==> config.mk <==
export PLATFORM = sky130hd
export DESIGN_NAME = cache_respond
export DESIGN_NICKNAME = d
export VERILOG_FILES = /design/src/rtl/l1_cache_pkg.sv /design/src/rtl/cache_respond.sv
export SDC_FILE = /design/constraint.sdc
export NUM_CORES = 1
export LEC_CHECK = 0
export BUFFER_PORTS_ARGS = -buffer_cell sky130_fd_sc_hd__buf_2
export CAP_MARGIN = 10
export CORE_AREA = 2 2 105 107
export DETAILED_ROUTE_END_ITERATION = 6
export DIE_AREA = 0 0 107 109
export SLEW_MARGIN = 20
export SYNTH_ARGS = -nofsm -noshare
export SYNTH_HDL_FRONTEND = slang
export SYNTH_SLANG_ARGS = --single-unit
==> constraint.sdc <==
create_clock -name vclk -period 1.5
set_input_delay 0.3 -clock vclk [all_inputs]
set_output_delay 0.3 -clock vclk [all_outputs]
set_load 0.1 [all_outputs]
==> src/rtl/l1_cache_pkg.sv <==
/* shared types for the L1 data cache
   word width is fixed at 32 bits with four byte lanes */

package l1_cache_pkg;

    localparam int WORD_W     = 32;
    localparam int BYTE_LANES = WORD_W / 8;

    typedef logic [WORD_W-1:0] word_t;

    // byte enables for cached block traffic and an idle bus
    localparam logic [BYTE_LANES-1:0] BE_ALL  = '1;
    localparam logic [BYTE_LANES-1:0] BE_NONE = '0;

    // controller states
    typedef enum logic [2:0] {
        CLEAR, // array wipe after reset
        READY, // serving hits and pass-through
        FETCH, // block fill from memory
        WB,    // dirty victim write-back
        FLUSH  // write back all dirty lines, then clear
    } cache_state_t;

endpackage
==> src/rtl/cache_respond.sv <==
/* processor response, write-hit byte merge and pass-through store lanes
   busy is combinational on hit and mem_wait */
`timescale 1ns/1ns

module cache_respond import l1_cache_pkg::*; #(
    parameter int  BLOCK_SIZE = 2,
    localparam int OFF_W      = $clog2(BLOCK_SIZE)
) (
    input  logic                   ren,
    input  logic                   wen,
    input  logic                   hit,
    input  logic                   pass_through,
    input  logic                   ctrl_busy,
    input  word_t [BLOCK_SIZE-1:0] hit_block,
    input  logic [OFF_W-1:0]       word_sel,
    input  word_t                  wdata,
    input  logic [BYTE_LANES-1:0]  byte_en,
    input  word_t                  old_word,
    input  word_t                  mem_rdata0,
    input  logic                   mem_wait,
    output logic                   busy,
    output word_t                  rdata,
    output word_t                  merged_word,
    output word_t                  pass_store,
    output logic                   write_hit
);

    logic req;

    assign req       = ren || wen;
    assign busy      = ctrl_busy || (req && (pass_through ? mem_wait : !hit));
    assign write_hit = wen && hit && !ctrl_busy;

    always_comb begin
        if (!ren)
            rdata = '0;
        else if (pass_through)
            rdata = mem_rdata0; // straight from the bus
        else
            rdata = hit_block[word_sel];
    end

    // enabled lanes take wdata
    always_comb begin
        for (int i = 0; i < BYTE_LANES; i++) begin
            merged_word[8*i +: 8] = byte_en[i] ? wdata[8*i +: 8] : old_word[8*i +: 8];
            pass_store[8*i +: 8]  = byte_en[i] ? wdata[8*i +: 8] : 8'h00;
        end
    end

endmodule

==> Word-level counts from Yosys, hierarchy flattened <==
Index checks and enable logic that the tools add are counted.
{ "op_classes": {"muxes": 13, "magnitude_cmp": 1, "n_reduce_logical": 7} }
{ "op_table": {"columns": ["cell", "n"], "rows": [
  ["32-bit two-way mux", 4],
  ["8-bit two-way mux", 8],
  ["1-bit logical AND", 3],
  ["1-bit logical NOT", 2],
  ["1-bit logical OR", 2],
  ["1-bit by 2-bit < comparator with 1-bit output (second input constant)", 1],
  ["1-bit two-way mux", 1]
]} }
{ "word_totals": {"reg_bits": 0, "in_bits": 171} }

==> Longest topological paths before layout <==
{ "logic_depth": {"ltp_word": 4, "depth_mapped": 4} }

==> Least setup slack after synthesis <==
Ideal clock, no wire load.
{ "synth_path": {"kind": "input -> output", "from": "input port pass_through", "to": "output port busy", "slack_ns": -1.639, "path_stages": 3, "arrival_time_ns": 2.839, "path_buffers": 1, "cell_sequence": "buf_2 -> nor2b_1 -> o31ai_1"} }
{ "synth_via": {"elab_chain_len": 3} }
{ "synth_rtl": {"columns": ["element", "line", "text"], "rows": [
  ["start: declaration", "cache_respond.sv:12", "input logic pass_through,"],
  ["1-bit two-way mux", "cache_respond.sv:31", "assign busy = ctrl_busy || (req && (pass_through ? mem_wait : !hit));"],
  ["1-bit logical AND", "cache_respond.sv:31", null],
  ["1-bit logical OR", "cache_respond.sv:31", null],
  ["end: declaration", "cache_respond.sv:21", "output logic busy,"]
]} }
No other way between the ends.

==> Final worst setup path <==
{ "layout_path": {"from": "input port word_sel", "to": "output port rdata[25]"} }
{ "layout_via": {"elab_chain_len": 4} }
{ "layout_rtl": {"columns": ["element", "line", "text"], "rows": [
  ["start: declaration", "cache_respond.sv:15", "input logic [OFF_W-1:0] word_sel,"],
  ["32-bit two-way mux (not written as such) (2 in series)", "cache_respond.sv:40", "rdata = hit_block[word_sel];"],
  ["32-bit two-way mux", "cache_respond.sv:37", "else if (pass_through)"],
  ["32-bit two-way mux", "cache_respond.sv:35", "if (!ren)"],
  ["end: declaration", "cache_respond.sv:22", "output word_t rdata,"]
]} }
No other way between the ends. The select of a mux whose other input is x is not followed.

==> out/metrics.yaml <==
detailed_routing:
  initialDrtViolationCount: 63
  vias_per_cell: 4.29
  antenna_left: 0
  vias: 2554
  avgRoutedWirePerCell_um: 15.3
  drc: 0
  drt-pass1-iter-count: 3
  wirelength_um: 9090
sta:
  setup_viol: 32
  slew_headroom_pct: 67.9
  layout_setup_ws_ps: -101
  grt_setup_unrepaired: "yes"
  period_share_pct: 107
  tns_ps: -2720
  fin_crit_ps: 1600
  maxSlewViolCount: 0
  worstMarginPinSlew_ps: 485
  timing.fmax_mhz: 625
  hold_viol_final: 0
cells_and_area:
  nets: 628
  num_antenna_cells: 0
  final_util_pct: 45.7
  clock_buffers: 0
  nFillCells: 961
  nFlopsAndLatches: 0
  drive_gt1_share_pct: 91.9
  area_growth_pct: 176
  regArea_um2: 0
  instances_no_fill: 595
clock_tree:
  cts_hold_buffers: 0
synthesis:
  ys_types: 18
  synthesis.area_mm2: 0.00176
  synth_cells: 189
  ys_warn_count: 0
  syn_area_per_cell_um2: 9.31
  synthesis.nets: 360
  ys_seq_area_share_pct: 0
worst_setup_path:
  arrival_ps: 1300
  crit_required_ps: 1200
  cp-start-kind: "input pin"
  worstSetupPathType: "input pin to output pin"
  critPathMaxFanout: 6
  endpoint_kind: "output pin"
die:
  core_mm2: 0.0106
  die_w_um: 107
  start_util_pct: 16.6
  rows: 38
  dieArea_mm2: 0.0117
  ios: 269
  fp.dieH_um: 109
grt:
  grt_max_degree: 27
  grt_use_total_pct: 14.2
  grt_pass1_wl_um: 13200
  grt_pass1_vias: 2656
  antenna_found_initial: 2
  gr-total-overflow: 0
job:
  cap_violations: 0
hold_path:
  min_path_type: "input pin to output pin"
  holdPathStages: 4
place:
  place_ws_ps: -281
  gp_congestion: 0.753
  dp_hpwl_um: 7370
  io_buffer_count: 269
  dp.cells: 590
pwr:
  vdd_drop_max_v: 0.000327
  power_mw: 2.86
  p_per_area_mw_per_mm2: 590
  leakage_nw: 2.36
status:
  outcome: "finished, violations left"
  violations: "negative setup slack"
## final cells by class
class / instances / area (µm²) / share of cell area (%)
inverters: 1 / 3.75 / 0.0774
well taps: 140 / 175 / 3.61
multi-input cells: 165 / 1900 / 39.2
repair buffers: 289 / 2770 / 57.1
## stage by stage
step,cell area [µm²],hold WS (ps)
5_1_grt,4850,1000
3_5_place_dp,4100,990
2_1_floorplan,1910,892
6_report,4850,981
3_3_place_gp,4100,974
4_1_cts,4790,990
## worst max-delay path: stages
cell and delay (ps):
buf_16 140, buf_16 150, mux2_4 300, o211a_4 240
buf_12 170
## timing repair
| action | CTS | global route |
|---|---|---|
| endpoints found under the setup margin | 54 | 49 |
| cloned | 5 | 0 |
| pin swaps | 2 | 3 |
| buffers inserted | 0 | 0 |
| resized for setup | 139 | 23 |
## placed cells by master, fill, tap and decap left out, types with 2 or more instances in the layout
| cell type | n |
|---|---|
| buf_2 | 168 |
| buf_12 | 70 |
| buf_8 | 2 |
| and2_2 | 32 |
| nand2b_1 | 21 |
| buf_4 | 35 |
| o211a_4 | 31 |
| mux2_4 | 32 |
| buf_16 | 5 |
| or2b_1 | 11 |
| clkbuf_4 | 7 |
| mux2_2 | 32 |
## routing by layer
metal / global-route usage (%) / wire length (µm) / share of wire, % / vias to the layer above
li1: - / - / - / 1215
met1: 12.4 / 2670 / 29 / 1147
met2: 30.8 / 5180 / 57 / 170
met3: 4.00 / 941 / 10 / 18
met4: 3.80 / 273 / 3.0 / 4
met5: 0 / 28 / 0.31 / -
## cell usage after synthesis
cell      number  area share, %
mux2_2        34             22
and2_1        32             11
o211a_1       32             18
mux2_4        30             26
nand2b_1      21            7.5
or2b_1        11            4.7
clkbuf_1       8            1.7
buf_2          5            1.4
clkbuf_2       4            1.1
buf_12         3            3.4
nor2b_1        2           0.71
and3_1         1           0.36
buf_1          1           0.21
buf_4          1           0.43
buf_6          1           0.64
inv_1          1           0.21
nor2_1         1           0.21
o31ai_1        1           0.43
## cell families after synthesis
group / after synthesis / share of synthesized area, %
simple gates: 68 / 24.8
mux: 64 / 47.4
compound gates: 33 / 18.6
buf+inv: 24 / 9.17
## worst paths after layout
path              slack, ps         to       from
hold / removal          980       busy  ctrl_busy
setup / recovery       -100  rdata[25]   word_sel
## power breakdown
| group | internal [mW] | leakage (nW) | switching, mW |
|---|---|---|---|
| sequential | 0 | 0 | 0 |
| clock | 0 | 0 | 0 |
| combinational | 1.08 | 2.36 | 1.78 |
(Power assumes the default switching activity.)
