File: src/rtl/l1_cache_pkg.sv
/* shared types for the L1 data cache
   word width is fixed at 32 bits with four byte lanes */

package l1_cache_pkg;

    localparam int WORD_W     = 32;
    localparam int BYTE_LANES = WORD_W / 8;

    typedef logic [WORD_W-1:0] word_t;

    // byte enables for cached block traffic and an idle bus
    localparam logic [BYTE_LANES-1:0] BE_ALL  = '1;
    localparam logic [BYTE_LANES-1:0] BE_NONE = '0;

    // controller states
    typedef enum logic [2:0] {
        CLEAR, // array wipe after reset
        READY, // serving hits and pass-through
        FETCH, // block fill from memory
        WB,    // dirty victim write-back
        FLUSH  // write back all dirty lines, then clear
    } cache_state_t;

endpackage
File: src/rtl/cache_lookup.sv
/* address split, tag compare and NRU victim choice
   hit is never raised for pass-through addresses */
`timescale 1ns/1ns

module cache_lookup import l1_cache_pkg::*; #(
    parameter int    CACHE_SIZE     = 1024,
    parameter int    BLOCK_SIZE     = 2,
    parameter int    ASSOC          = 2,
    parameter word_t NONCACHE_START = 32'h8000_0000,
    localparam int   N_SETS = CACHE_SIZE / 4 / BLOCK_SIZE / ASSOC,
    localparam int   SET_W  = $clog2(N_SETS),
    localparam int   OFF_W  = $clog2(BLOCK_SIZE),
    localparam int   WAY_W  = (ASSOC > 1) ? $clog2(ASSOC) : 1,
    localparam int   TAG_W  = WORD_W - SET_W - OFF_W - 2
) (
    input  logic                        CLK,
    input  logic                        nRST,
    input  word_t                       addr,
    input  logic [ASSOC-1:0][TAG_W-1:0] way_tags,
    input  logic [ASSOC-1:0]            way_valid,
    input  logic [ASSOC-1:0]            way_dirty,
    input  logic                        touch,
    input  logic [WAY_W-1:0]            touch_way,
    output logic [SET_W-1:0]            set_idx,
    output logic [TAG_W-1:0]            tag,
    output logic [OFF_W-1:0]            word_sel,
    output logic                        hit,
    output logic [WAY_W-1:0]            hit_way,
    output logic [WAY_W-1:0]            victim_way,
    output logic                        victim_dirty,
    output logic [TAG_W-1:0]            victim_tag,
    output logic                        pass_through
);

    logic [N_SETS-1:0][WAY_W-1:0] last_used; // per-set NRU way

    assign tag          = addr[WORD_W-1 -: TAG_W];
    assign set_idx      = addr[OFF_W+2 +: SET_W];
    assign word_sel     = addr[2 +: OFF_W];
    assign pass_through = addr >= NONCACHE_START;

    always_comb begin
        hit     = 1'b0;
        hit_way = '0;
        for (int i = 0; i < ASSOC; i++) begin
            if (!pass_through && way_valid[i] && way_tags[i] == tag) begin
                hit     = 1'b1;
                hit_way = WAY_W'(i);
            end
        end
    end

    // victim is the way after the last used one
    always_comb begin
        if (ASSOC == 1 || last_used[set_idx] == WAY_W'(ASSOC - 1))
            victim_way = '0;
        else
            victim_way = last_used[set_idx] + 1'b1;
    end

    assign victim_dirty = way_valid[victim_way] && way_dirty[victim_way];
    assign victim_tag   = way_tags[victim_way];

    always_ff @(posedge CLK, negedge nRST) begin
        if (!nRST)
            last_used <= '0;
        else if (touch)
            last_used[set_idx] <= touch_way;
    end

endmodule

File: config.mk
export PLATFORM = sky130hd
export DESIGN_NAME = cache_lookup
export DESIGN_NICKNAME = d
export VERILOG_FILES = /design/src/rtl/l1_cache_pkg.sv /design/src/rtl/cache_lookup.sv
export SDC_FILE = /design/constraint.sdc
export NUM_CORES = 1
export LEC_CHECK = 0
export ABC_AREA = 1
export BUFFER_PORTS_ARGS = -buffer_cell sky130_fd_sc_hd__buf_4
export CAP_MARGIN = 15
export CORE_UTILIZATION = 53
export DETAILED_ROUTE_END_ITERATION = 7
export PLACE_DENSITY = 0.8
export SYNTH_ARGS = -nofsm -noshare
export SYNTH_HDL_FRONTEND = slang
export SYNTH_SLANG_ARGS = --single-unit
File: constraint.sdc
create_clock -name CLK -period 2 [get_ports CLK]
set_input_delay 0.3 -clock CLK [delete_from_list [all_inputs] [get_ports CLK]]
set_output_delay 0.3 -clock CLK [all_outputs]
set_load 0.02 [all_outputs]
---- Word level (Yosys, flattened, before mapping) ----
Index checks and enable logic that the tools add are counted.
storage, ports and cells
  register bits after elaboration ......... 64
  bits of input ports ..................... 86
  output and inout port bits .............. 58
  logic and storage cells ................. 93
cells by class
  $add $sub $neg .......................... 1
  $lt $le $gt $ge ......................... 4
  equality and inequality tests ........... 2
  muxes and demuxes ....................... 15
  reductions and logical operators ........ 7
operator list
  cell                                                        number
  bitwise mux 64 bit                                          1
  == test 23 bit                                              2
  two-way mux 23 bit                                          2
  >= comparator 32 bit, second input constant                 1
  two-way mux 1 bit                                           10
  less-than comparator 6 x 7 -> 1 bit, second input constant  1
  binary-select mux 1 bit (select 6 bit)                      1
  demux 1 bit (select 6 bit)                                  1
  >= comparator 6 x 1 -> 1 bit, second input constant         1
  logical AND 1 bit                                           6
  less-than comparator 1 x 2 -> 1 bit, second input constant  1
  adder 1 bit, second input constant                          1
  zero test 1 bit                                             1

---- Logic depth before layout (Yosys ltp) ----
  depth in word-level cells ............... 7
  gate-level depth with buffers ........... 16
  mapped depth without buffers ............ 13

---- Worst setup path before layout ----
No wires, ideal clock.
  kind .................................... input to output
  start ................................... in addr[3]
  end ..................................... out victim_tag[10]
  data arrival time ....................... 1.590 ns
  data required time ...................... 1.700 ns
  setup slack ............................. 0.110 ns
  cell stages on the path ................. 13
  buffers on the path ..................... 3
  cell sequence ........................... buf_6 > inv_6 > buf_6 > nand2_1 > nand3_1 > nand2_1 > o21ai_1 > nand2_1 > nor2_4 > nand2_4 > buf_6 > nand2_1 > nand2_1
on the way
  cells in the longest elaborated chain, start to end .. 6
RTL lines
  element                                                  RTL line                                text
  from (decl)                                              cache_lookup.sv:18                      input word_t addr,
  binary-select mux 1 bit (select 6 bit) *                 cache_lookup.sv:55, cache_lookup.sv:58
  two-way mux 1 bit (not written as such) *                cache_lookup.sv:55, cache_lookup.sv:58
  adder 1 bit                                              cache_lookup.sv:58                      victim_way = last_used[set_idx] + 1'b1;
  two-way mux 1 bit *                                      cache_lookup.sv:55                      if (ASSOC == 1 || last_used[set_idx] == WAY_W'(ASSOC - 1))
  two-way mux 23 bit (not written as such) * (2 in a row)  cache_lookup.sv:62                      assign victim_tag = way_tags[victim_way];
  to (decl)                                                cache_lookup.sv:31                      output logic [TAG_W-1:0] victim_tag,
Every way passes the cells marked *; elsewhere a longest branch is shown, timed or not. The select of a mux whose other input is x is not followed.

---- Final worst setup path ----
  start ................................... reg last_used[32] (netlist name)
  end ..................................... out victim_tag[9]
on the way
  cells in the longest elaborated chain, start to end .. 6
RTL lines
  element                                                  RTL line                                text
  from (decl)                                              cache_lookup.sv:35                      logic [N_SETS-1:0][WAY_W-1:0] last_used;
  from (signal, indexed assignment)                        cache_lookup.sv:68                      last_used[set_idx] <= touch_way;
  binary-select mux 1 bit (select 6 bit) *                 cache_lookup.sv:55, cache_lookup.sv:58
  two-way mux 1 bit (not written as such) *                cache_lookup.sv:55, cache_lookup.sv:58
  adder 1 bit                                              cache_lookup.sv:58
  two-way mux 1 bit *                                      cache_lookup.sv:55
  two-way mux 23 bit (not written as such) * (2 in a row)  cache_lookup.sv:62
Marks and branches as above.

==> impl_metrics.yaml <==
clocking:
  root_buffer: "clkbuf_8"
  clk_latency_ns: 0.34
  htreeDepth: 3
  cts_tree: "done"
  clk_pin_slew_ns: 0.07
  clock-sinks: 64
  cts_buffers: 9
  hold_buffers: 0
  clockBufferDepth: 2
layout:
  nNetsFinal: 899
  drive_gt1_share_pct: 26.19
  final_core_util_pct: 70.08
  fillers: 719
  reg_top3: "last_used x64"
  num_antenna_cells: 0
  regMostFlops: "last_used"
  syn_to_final_growth_pct: 28.90
  largest_reg_flops: 64
synth:
  yosys-top-cells-area: "dfrtp_1 34%, nand2_1 17%, a31oi_1 6.4%"
  yosysMostFrequentCell: "nand2_1"
  postSynthCellCount: 689
  synth_flop_cell: "dfrtp_1"
  synth_seq_cells: 64
  syn-num-nets: 775
  synth_area_mm2: 0.004718
  synth_edf_count: 0
  synthArstFlopShare_pct: 100.0
  yosysTopAreaCell: "dfrtp_1"
  syn_area_per_cell_um2: 6.848
  ys.warnings.count: 0
  yosysSeqAreaShare_pct: 33.94
  synth_top_area_share_pct: 33.94
  ys_types: 33
  synth_common_cells: "214 x nand2_1, 64 x dfrtp_1, 58 x inv_1"
worst_setup_path:
  regToRegSetupSlack_ns: 1.28
  crit_cells: 11
  path_max_fanout: 25
  crit_end: "victim_tag[9]"
  critical_path.startpoint: "last_used[32]"
  critical-path-top-delay-family: "simple AND/OR/NAND/NOR gates"
  cp-start-kind: "flop"
  path_common_cell: "nand2_1"
  timing.rr.end: "last_used[2]"
  crit_chain: "or2_1 > nand3_1 > nand2_1 > o21ai_1 > nand2_1 > nor2_4 > buf_12 > nand2_8 > nand2_1 > nand2_1 > buf_4"
  max_stage_delay_ns: 0.38
  reg2regPathDepth: 2
  crit_slowest_cell: "dfrtp_1"
  cp-end-kind: "output port"
  critPathBufInv: 2
  r2r-start: "last_used[2]"
  critPathRequiredTime_ns: 1.70
  critical_path_class: "flop to output port"
  crit_arrival_ns: 2.07
grt:
  use_met2_pct: 51.48
  track_usage_pct: 31.33
  top_usage_layer: "met2"
  grtUsageMet1_pct: 40.34
  use_met3_pct: 5.608
  grt_pass1_wl_um: 22070
  antenna_found_initial: 0
  grt_overflow_total: 0
  grt_max_degree: 65
  grt_pass1_vias: 4544
floorplanning:
  io_pins: 144
  initial_core_util_pct: 54.37
  die_w_um: 96.35
  dieArea_mm2: 0.009283
  die_y_um: 96.35
  design.core.area_mm2: 0.008678
  num_rows: 34
sta:
  drv_slew: 0
  grt_setup_unrepaired: "true"
  worst_clock_skew_ns: 0
  period_share_pct: 118.6
  hold_violations: 0
  setup_violations: 25
  worst_slack_ns: -0.3723
  fmax_mhz: 421.5
  whs_ns: 0.01643
  fin_crit_ns: 2.372
  tightest_slew_ns: 0.8036
  slew_headroom_pct: 46.43
power:
  totalPowerFinal_mw: 4.148
  cellLeakagePower_nw: 3.152
  powerDensity_mw_per_mm2: 682.0
  vdd_ir_drop_max_uv: 503.4
route:
  vias: 5254
  first_pass_iters: 5
  drc_errors: 0
  vias_per_cell: 5.680
  routed_wl_um: 14680
  drtIter0Drc: 376
  wl_per_cell_um: 15.87
  antenna_left: 0
run_status:
  failed_checks: "setup timing"
  status: "finished with violations"
placement:
  portBuffers: 139
  place_congestion: 0.9155
  dp_hpwl_um: 10500
hold_path:
  hold_class: "input port to async pin"
run:
  max_cap_viol_count: 0
==> metal layers <==
layer	vias to the layer above	share of wire [%]
met4	0	2.9
met3	37	7.8
li1	2496	-
met1	2459	41
met2	262	49
met5	-	0
==> layout make-up <==
class | count | area [µm²] | area share (%)
multi-input cells | 496 | 2452 | 40.32
flip-flops and latches | 64 | 1602 | 26.33
repair buffers | 181 | 1505 | 24.75
inverters | 61 | 234.0 | 3.847
well taps | 108 | 135.1 | 2.222
clock buffers | 11 | 131.4 | 2.160
clock inverters | 4 | 22.52 | 0.3703
==> per-stage QoR <==
stage | setup slack, ns | cell area [µm²] | instances | setup TNS, ns
floorplan | 0.1104 | 4718 | 689 | 0
global placement | -0.1680 | 5767 | 905 | -3.906
detailed placement | -0.2381 | 5767 | 905 | -4.856
CTS | -0.3378 | 6001 | 923 | -7.624
global route | -0.4514 | 6082 | 925 | -10.90
finish | -0.3723 | 6082 | 925 | -8.427
==> worst min path at each step <==
stage               startpoint       endpoint  slack (ns)  depth (start not counted)
floorplan                 nRST   last_used[0]       0.004                          0
global placement          nRST  last_used[46]        0.43                          1
detailed placement        nRST  last_used[46]        0.44                          1
CTS                       nRST  last_used[46]        0.06                          1
global route              nRST  last_used[19]        0.10                          1
finish                    nRST  last_used[46]        0.02                          1
==> where the power goes <==
part           internal, mW  total [mW]  switching (mW)
logic                 0.673        1.55           0.872
registers              1.54        1.67           0.126
clock network         0.436       0.932           0.496
==> cells in the final DEF, fill, tap and decap left out, types with 11 or more instances in the layout <==
cell type,count
a31oi_1,48
buf_4,164
nor2_1,50
o21ai_0,24
dfrtp_1,64
a21oi_1,53
nand2_1,212
xnor2_1,11
nand3_1,36
inv_1,58
==> repair_timing <==
item | in CTS | in global routing
cloned | 1 | 1
endpoints found under the setup margin | 25 | 25
pin swaps | 2 | 4
buffers inserted | 2 | 1
resized for setup | 6 | 10
==> cells by family after synthesis <==
| kind of cell | share of synthesized area [%] |
|---|---|
| buf+inv | 14.66 |
| compound gates | 17.74 |
| flops | 33.94 |
| simple gates | 30.68 |
| xor+xnor | 2.970 |
Power figures use the tool's default switching activity.
