<file path="src/rtl/l1_cache_pkg.sv">
/* shared types for the L1 data cache
   word width is fixed at 32 bits with four byte lanes */

package l1_cache_pkg;

    localparam int WORD_W     = 32;
    localparam int BYTE_LANES = WORD_W / 8;

    typedef logic [WORD_W-1:0] word_t;

    // byte enables for cached block traffic and an idle bus
    localparam logic [BYTE_LANES-1:0] BE_ALL  = '1;
    localparam logic [BYTE_LANES-1:0] BE_NONE = '0;

    // controller states
    typedef enum logic [2:0] {
        CLEAR, // array wipe after reset
        READY, // serving hits and pass-through
        FETCH, // block fill from memory
        WB,    // dirty victim write-back
        FLUSH  // write back all dirty lines, then clear
    } cache_state_t;

endpackage
</file>
<file path="src/rtl/cache_ctrl.sv">
/* cache controller FSM, memory bus drive and array write commands
   memory requests are held until mem_wait is low, the state holds meanwhile */
`timescale 1ns/1ns

module cache_ctrl import l1_cache_pkg::*; #(
    parameter int  CACHE_SIZE = 1024,
    parameter int  BLOCK_SIZE = 2,
    parameter int  ASSOC      = 2,
    localparam int N_SETS = CACHE_SIZE / 4 / BLOCK_SIZE / ASSOC,
    localparam int SET_W  = $clog2(N_SETS),
    localparam int OFF_W  = $clog2(BLOCK_SIZE),
    localparam int WAY_W  = (ASSOC > 1) ? $clog2(ASSOC) : 1,
    localparam int TAG_W  = WORD_W - SET_W - OFF_W - 2
) (
    input  logic                              CLK,
    input  logic                              nRST,
    input  logic                              ren,
    input  logic                              wen,
    input  logic                              flush,
    input  word_t                             addr,
    input  logic                              hit,
    input  logic [WAY_W-1:0]                  hit_way,
    input  logic [WAY_W-1:0]                  victim_way,
    input  logic                              victim_dirty,
    input  logic [TAG_W-1:0]                  victim_tag,
    input  logic                              pass_through,
    input  logic [SET_W-1:0]                  set_idx,
    input  logic [TAG_W-1:0]                  tag,
    input  logic [BYTE_LANES-1:0]             byte_en,
    input  logic                              write_hit,
    input  word_t                             pass_store,
    input  logic [ASSOC-1:0]                  rd_valid,
    input  logic [ASSOC-1:0]                  rd_dirty,
    input  logic [ASSOC-1:0][TAG_W-1:0]       rd_tags,
    input  word_t [ASSOC-1:0][BLOCK_SIZE-1:0] rd_blocks,
    input  word_t [BLOCK_SIZE-1:0]            mem_rdata,
    input  logic                              mem_wait,
    output logic                              mem_ren,
    output logic                              mem_wen,
    output word_t                             mem_addr,
    output word_t [BLOCK_SIZE-1:0]            mem_wdata,
    output logic [BYTE_LANES-1:0]             mem_byte_en,
    output logic [SET_W-1:0]                  sel_set,
    output logic                              wr_en,
    output logic [WAY_W-1:0]                  wr_way,
    output logic                              wr_valid,
    output logic                              wr_dirty,
    output logic [TAG_W-1:0]                  wr_tag,
    output word_t [BLOCK_SIZE-1:0]            wr_block,
    output logic                              wr_word_only,
    output logic                              touch,
    output logic [WAY_W-1:0]                  touch_way,
    output logic                              ctrl_busy,
    output logic                              flush_done
);

    cache_state_t     state, next_state;
    logic [SET_W-1:0] fl_set; // walk position, shared by CLEAR and FLUSH
    logic [WAY_W-1:0] fl_way;
    logic             fl_adv, fl_last, flush_req, req, fl_wb;

    function automatic word_t blk_addr(input logic [TAG_W-1:0] t, input logic [SET_W-1:0] s);
        return {t, s, {(OFF_W + 2){1'b0}}};
    endfunction

    assign req       = ren || wen;
    assign fl_last   = fl_set == SET_W'(N_SETS - 1) && fl_way == WAY_W'(ASSOC - 1);
    assign fl_wb     = rd_valid[fl_way] && rd_dirty[fl_way];
    assign sel_set   = (state == CLEAR || state == FLUSH) ? fl_set : set_idx;
    assign ctrl_busy = state != READY;
    assign touch_way = hit_way;

    always_comb begin
        next_state   = state;
        fl_adv       = 1'b0;
        mem_ren      = 1'b0;
        mem_wen      = 1'b0;
        mem_addr     = '0;
        mem_wdata    = '0;
        mem_byte_en  = BE_NONE;
        wr_en        = 1'b0;
        wr_way       = fl_way;
        wr_valid     = 1'b0; // defaults give the clear form
        wr_dirty     = 1'b0;
        wr_tag       = '0;
        wr_block     = '0;
        wr_word_only = 1'b0;
        touch        = 1'b0;
        flush_done   = 1'b0;
        case (state)
            CLEAR: begin
                wr_en  = 1'b1;
                fl_adv = 1'b1;
                if (fl_last)
                    next_state = READY;
            end
            READY: begin
                touch = hit && req;
                if (write_hit) begin
                    wr_en        = 1'b1;
                    wr_way       = hit_way;
                    wr_word_only = 1'b1;
                end
                if (req) begin
                    if (pass_through) begin
                        mem_ren      = ren;
                        mem_wen      = wen;
                        mem_addr     = addr;
                        mem_wdata[0] = pass_store;
                        mem_byte_en  = byte_en;
                    end else if (!hit) begin
                        next_state = victim_dirty ? WB : FETCH;
                    end
                end else if (flush || flush_req) begin
                    next_state = FLUSH;
                end
            end
            WB: begin
                mem_wen     = 1'b1;
                mem_addr    = blk_addr(victim_tag, set_idx);
                mem_wdata   = rd_blocks[victim_way];
                mem_byte_en = BE_ALL;
                if (!mem_wait) begin // line leaves the cache once written
                    wr_en      = 1'b1;
                    wr_way     = victim_way;
                    wr_tag     = victim_tag;
                    wr_block   = rd_blocks[victim_way];
                    next_state = FETCH;
                end
            end
            FETCH: begin
                mem_ren     = 1'b1;
                mem_addr    = blk_addr(tag, set_idx);
                mem_byte_en = BE_ALL;
                if (!mem_wait) begin
                    wr_en      = 1'b1;
                    wr_way     = victim_way;
                    wr_tag     = tag;
                    wr_block   = mem_rdata;
                    wr_valid   = 1'b1;
                    next_state = READY;
                end
            end
            FLUSH: begin
                if (fl_wb) begin
                    mem_wen     = 1'b1;
                    mem_addr    = blk_addr(rd_tags[fl_way], fl_set);
                    mem_wdata   = rd_blocks[fl_way];
                    mem_byte_en = BE_ALL;
                end
                if (!fl_wb || !mem_wait) begin
                    wr_en  = 1'b1;
                    fl_adv = 1'b1;
                    if (fl_last) begin
                        flush_done = 1'b1;
                        next_state = READY;
                    end
                end
            end
            default: next_state = READY;
        endcase
    end

    always_ff @(posedge CLK, negedge nRST) begin
        if (!nRST) begin
            state     <= CLEAR;
            fl_set    <= '0;
            fl_way    <= '0;
            flush_req <= 1'b0;
        end else begin
            state     <= next_state;
            flush_req <= (flush_req || flush) && !flush_done;
            if (fl_adv) begin
                if (fl_way == WAY_W'(ASSOC - 1)) begin
                    fl_way <= '0;
                    fl_set <= fl_set + 1'b1; // wraps to set 0 after the last one
                end else begin
                    fl_way <= fl_way + 1'b1;
                end
            end
        end
    end

endmodule

</file>
<file path="config.mk">
export PLATFORM = sky130hd
export DESIGN_NAME = cache_ctrl
export DESIGN_NICKNAME = d
export VERILOG_FILES = /design/src/rtl/l1_cache_pkg.sv /design/src/rtl/cache_ctrl.sv
export SDC_FILE = /design/constraint.sdc
export NUM_CORES = 1
export LEC_CHECK = 0
export ABC_AREA = 1
export BUFFER_PORTS_ARGS = -buffer_cell sky130_fd_sc_hd__buf_2
export CAP_MARGIN = 20
export CELL_PAD_IN_SITES_DETAIL_PLACEMENT = 0
export CELL_PAD_IN_SITES_GLOBAL_PLACEMENT = 1
export CORE_AREA = 2 2 227 229
export CTS_CLUSTER_SIZE = 8
export DETAILED_ROUTE_END_ITERATION = 16
export DIE_AREA = 0 0 229 231
export GPL_TIMING_DRIVEN = 1
export MAX_ROUTING_LAYER = met4
export PLACE_DENSITY = 0.59
export SKIP_CTS_REPAIR_TIMING = 1
export SLEW_MARGIN = 20
export SYNTH_ARGS = -nofsm -noshare
export SYNTH_HDL_FRONTEND = slang
export SYNTH_SLANG_ARGS = --single-unit
export TNS_END_PERCENT = 20
</file>
<file path="constraint.sdc">
create_clock -name CLK -period 2.1 [get_ports CLK]
set_input_delay 0.42 -clock CLK [delete_from_list [all_inputs] [get_ports CLK]]
set_output_delay 0.42 -clock CLK [all_outputs]
set_load 0.005 [all_outputs]
</file>
* Yosys cells after proc, flatten, opt, wreduce, memory -nomap -nowiden
Cells that the tools add are included.
** Storage, ports and cells
- Output and inout bits :: 204
- RAM bits :: 0
- Latch bits :: 0
- Register bits after elaboration :: 11
- Logic and storage cells :: 97
- Bits in read-only memories :: 0
- Memories :: 0
** Cells by class
- Shift-type cells :: 0
- Order comparisons :: 2
- Multipliers :: 0
- Equal/unequal tests :: 12
- Divide/modulo/power cells :: 0
- Bitwise gates (word level) :: 0
- Mux-type cells :: 62
- Reduce and logical (&&, ||, !) cells :: 15
- Add/sub/neg operators :: 2
** Operators by type and width (number)
- two-way mux 64 bit :: 7
- two-way mux 32 bit :: 5
- case mux 32 bit (4 select lines) :: 1
- case mux 64 bit (2 select lines) :: 1
- case mux 32 bit (3 select lines) :: 1
- two-way mux 23 bit :: 4
- case mux 32 bit (2 select lines) :: 1
- case mux 23 bit (2 select lines) :: 1
- two-way mux 3 bit :: 8
- two-way mux 1 bit :: 22
- case mux 3 bit (5 select lines) :: 1
- two-way mux 4 bit :: 3
- case mux 4 bit (3 select lines) :: 1
- != test 3 bit (second input constant) :: 3
- adder 6 x 1 -> 6 bit (second input constant) :: 1
- equality test 3 x 2 -> 1 bit (second input constant) :: 2
- equality test 6 bit (second input constant) :: 1
- two-way mux 6 bit :: 1
- case mux 1 bit (2 select lines) :: 3
- AND reduction 6 bit :: 1
- logical AND 1 bit :: 4
- logical OR 1 bit :: 4
- < comparator 1 x 2 -> 1 bit (second input constant) :: 2
- != test 2 bit (second input constant) :: 2
- other kinds (11) :: 13

* Depth between registers and ports, before layout
- Depth in word-level cells :: 9
- Depth in mapped cells :: 10
- Gate-level depth less buffers :: 9

* Worst setup path after synthesis
No wires, ideal clock.
- Kind :: register -> output
- From :: register state[1]
- To :: output mem_wdata[58] (netlist bit)
- Cell stages (with the launch flop) :: 9
- Path slack :: 0.308 ns
- Arrival time :: 1.372 ns
- Buffers on the path :: 3
- Path through :: dfrtp_1 > buf_2 > inv_4 > nand2_1 > nor2_2 > nand2_2 > buf_6 > buf_2 > o21ai_0
** RTL lines
- start: declaration :: line cache_ctrl.sv:57 : cache_state_t state, next_state;
- start signal: assignment :: line cache_ctrl.sv:171 : state <= next_state;
- end: declaration :: line cache_ctrl.sv:41 : output word_t [BLOCK_SIZE-1:0] mem_wdata,

==> results.toml <==
[placed_design]
finalWeightedCongestion = 0.928
post-dp-hpwl_microns = 31000
buffer_ports.inserted = 576
dp_worst_setup_slack_ns = -0.0296

[synth]
postSynthCellCount = 984
synthesis.area_per_instance_sq_um = 5.02
dominantRegCellSynth = "dfrtp_1"
syn_nets = 1359
synth_enable_flop_cells = 0
synth.top_cells.by_area = "nand2_1, o211ai_1, o21ai_0"
synth-seq-cells = 11
synth.top_cell.area_share_pct = 22.6
synth_top_area_cell = "nand2_1"
ys_async_sr_fraction_pct = 100
synth_warnings = 0
ys_seq_area_share_pct = 5.57
post_synth_instance_area_sq_um = 4940
synth_cell_types = 31
netlist_top_cells_count = "nand2_1, o21ai_0, o211ai_1, inv_1, o21ai_1"
yosysMostFrequentCell = "nand2_1"

[clock_network]
clock_tree.buffer_depth = 2
cts.sinks = 11
cts-htree-levels = 1
worst_skew_pair.late_latency_ns = 0.23
cts_tree = "done"
path_clk_slew_ns = 0.04
clock_tree_root_buffer_cell = "clkbuf_16"
cts_buffers = 3

[route]
drtAntennaViolNets = 0
wl_met2_microns = 20900
wirelength_met1_microns = 17400
drcViolationCount = 0
via_count_normalized_by_instance_count = 4.03
drt-wirelength-per-cell_microns = 18.2
drt_iter0_drc = 336
drt_first_pass_iters = 5
route.met3.wl_microns = 2470
detailroute.via_count = 9188
routed_wl_microns = 41500
highest_layer = "met4"

[run_status]
violations_in_the_final_reports = "setup timing"
status = "finished with violations"

[grt]
grt.overflow.total = 0
pin_count_of_the_biggest_net_entering_global_routing = 49
grt_first_pass_wirelength_microns = 53100
grt_usage_pct = 13.2
grt_pass1_vias = 8803
antenna_found_initial = 6

[timing]
whs_ns = 0.0548
report.final.hold_viol_count = 0
post-route-min-period_ns = 2.27
setup-tns-final_ns = -13.88
fmax_mhz = 441
post-route-period-util_pct = 108
final.setup_skew_ns = 0.00105
rsz_0062_raised_after_global_routing = "yes"
timing.final.max_slew_violations = 0
fin_ws_ns = -0.166
setup-violations-final = 171

[cells_and_area]
final_nets = 1970
final-seq-area_sq_um = 280
multi_input_combinational_cell_area_sq_um = 4150
final_util_pct = 20.2
area.growth.synth_to_final_pct = 107
layout-drive-gt1-share_pct = 49.9
fillCellCount = 5947

[power]
cellLeakagePower_nw = 5.37
ir_worst_vdd_v = 0.000317
power.share.sequential_pct = 5.1
p_clk_share_pct = 3.9
switching_power_w = 0.00479
netSwitchingFraction_pct = 53.7
cell_internal_pwr_w = 0.00413
powerDensity_nw_per_um2 = 872
power_frac_comb_pct = 90.9

[floorplan]
chipHeight_microns = 231
die_width_microns = 229
initial_core_util_pct = 9.75
io_pins = 578
fp.coreArea_sq_um = 50700
floorplan.die_area_sq_um = 52900
fp-row-count = 83

[worst_setup_path]
critPathArrivalTime_ns = 1.85
worst_path_required_ns = 1.68
timing.setup.critical_path_class = "reg2out"
critical_path_fanout_max = 9
type_of_destination_of_the_critical_path = "output port"
cp-start-kind = "register"

[min_path]
hold_path.class = "in2async"

[run]
cap_viol_max_count = 0
per-stage QoR:
| stage | cells | instance area, sq um | total power [W] |
|---|---|---|---|
| 2_1_floorplan | 984 | 4940 | 0.00378 |
| 3_3_place_gp | 2243 | 9150 | 0.00743 |
| 3_5_place_dp | 2243 | 9150 | 0.00742 |
| 4_1_cts | 2247 | 9230 | 0.00781 |
| 5_1_grt | 2278 | 10200 | 0.00972 |
| 6_report | 2278 | 10200 | 0.00892 |
cell usage in the layout (no fill, tap or decap), types with 2 or more instances in the layout:
cell type  netlist  layout
or2_2           23      23
buf_6            2      16
buf_4           16      61
o21ai_4          0       5
o21ai_1         64      60
o211ai_1       120     120
clkbuf_16        0      15
buf_16           0       3
nand3_4          0       3
nor2_1          62      44
buf_2           18     571
o21ai_0        132     116
o21ai_2          0      15
nor2_2           2      15
buf_8            0       2
inv_1          117     113
inv_2            2       3
xor2_1           2       2
nand3_1         22      19
a21oi_1         29      16
nand2_2          2       4
nand2_1        297     292
inv_8            0       3
dfrtp_1         11       9
diode_2          0       4
a21oi_2          0      13
o221ai_2         0       4
buf_12           0      24
nor2_4           1       6
nand2_4          0       2
worst paths after layout:
kind | from | endpoint | slack (ns) | cells past startpoint
setup / recovery | state[2]$_DFFE_PN0P_ | mem_wdata[7] | -0.17 | 6
hold / removal | nRST | fl_set[4]$_DFFE_PN0P_ | 0.05 | 1
setup reg to reg | fl_way$_DFFE_PN0P_ | state[1]$_DFFE_PN0P_ | 0.28 | 10
hold reg to reg | flush_req$_DFF_PN0_ | flush_req$_DFF_PN0_ | 0.55 | 2
max in group asynchronous | nRST | fl_way$_DFFE_PN0P_ | 1.80 | 1
min in group CLK | flush | flush_req$_DFF_PN0_ | 0.45 | 3
power by group through the flow:
stage          Clock, W  Combinational (W)  Sequential [W]
4_1_cts        0.000358            0.00700        0.000451
3_3_place_gp          0            0.00699        0.000444
6_report       0.000349            0.00811        0.000459
5_1_grt        0.000367            0.00888        0.000480
2_1_floorplan         0            0.00339        0.000392
3_5_place_dp          0            0.00697        0.000453
registers in the layout, indices dropped and copies added (netlist names):
signal and flops:
fl_set 6, state 3, fl_way 1, flush_req 1
metal layers:
layer  track usage (%)  up-vias
met3              2.11       39
met4              2.27        0
met5                 -        -
met2              23.9      431
li1                  -     4525
met1              15.5     4193
worst max-delay path, stage by stage, from the launching register on:
cell and delay [ns]:
dfrtp_1 0.43, nor3_4 0.27, buf_12 0.18, buf_4 0.15
o211ai_1 0.16, o211ai_1 0.22, buf_2 0.18
final cells by class:
cell class	count	area share, %
repair buffers	689	42.9
inverters	120	4.65
clock buffers	4	0.771
flip-flops and latches	11	2.74
multi-input cells	770	40.5
well taps	680	8.32
diodes	4	0.0978
cells by family after synthesis:
| kind of cell | after synthesis | share of synthesized area [%] |
|---|---|---|
| adders and majority gates | 1 | 0.253 |
| and+or+nand+nor | 411 | 33.6 |
| DFF | 11 | 5.57 |
| AOI/OAI and AO/OA | 354 | 42.6 |
| other | 1 | 0.0759 |
| buffers and inverters | 203 | 17.4 |
| xor gates and xnor gates | 3 | 0.532 |
Power figures use the tool's default switching activity.
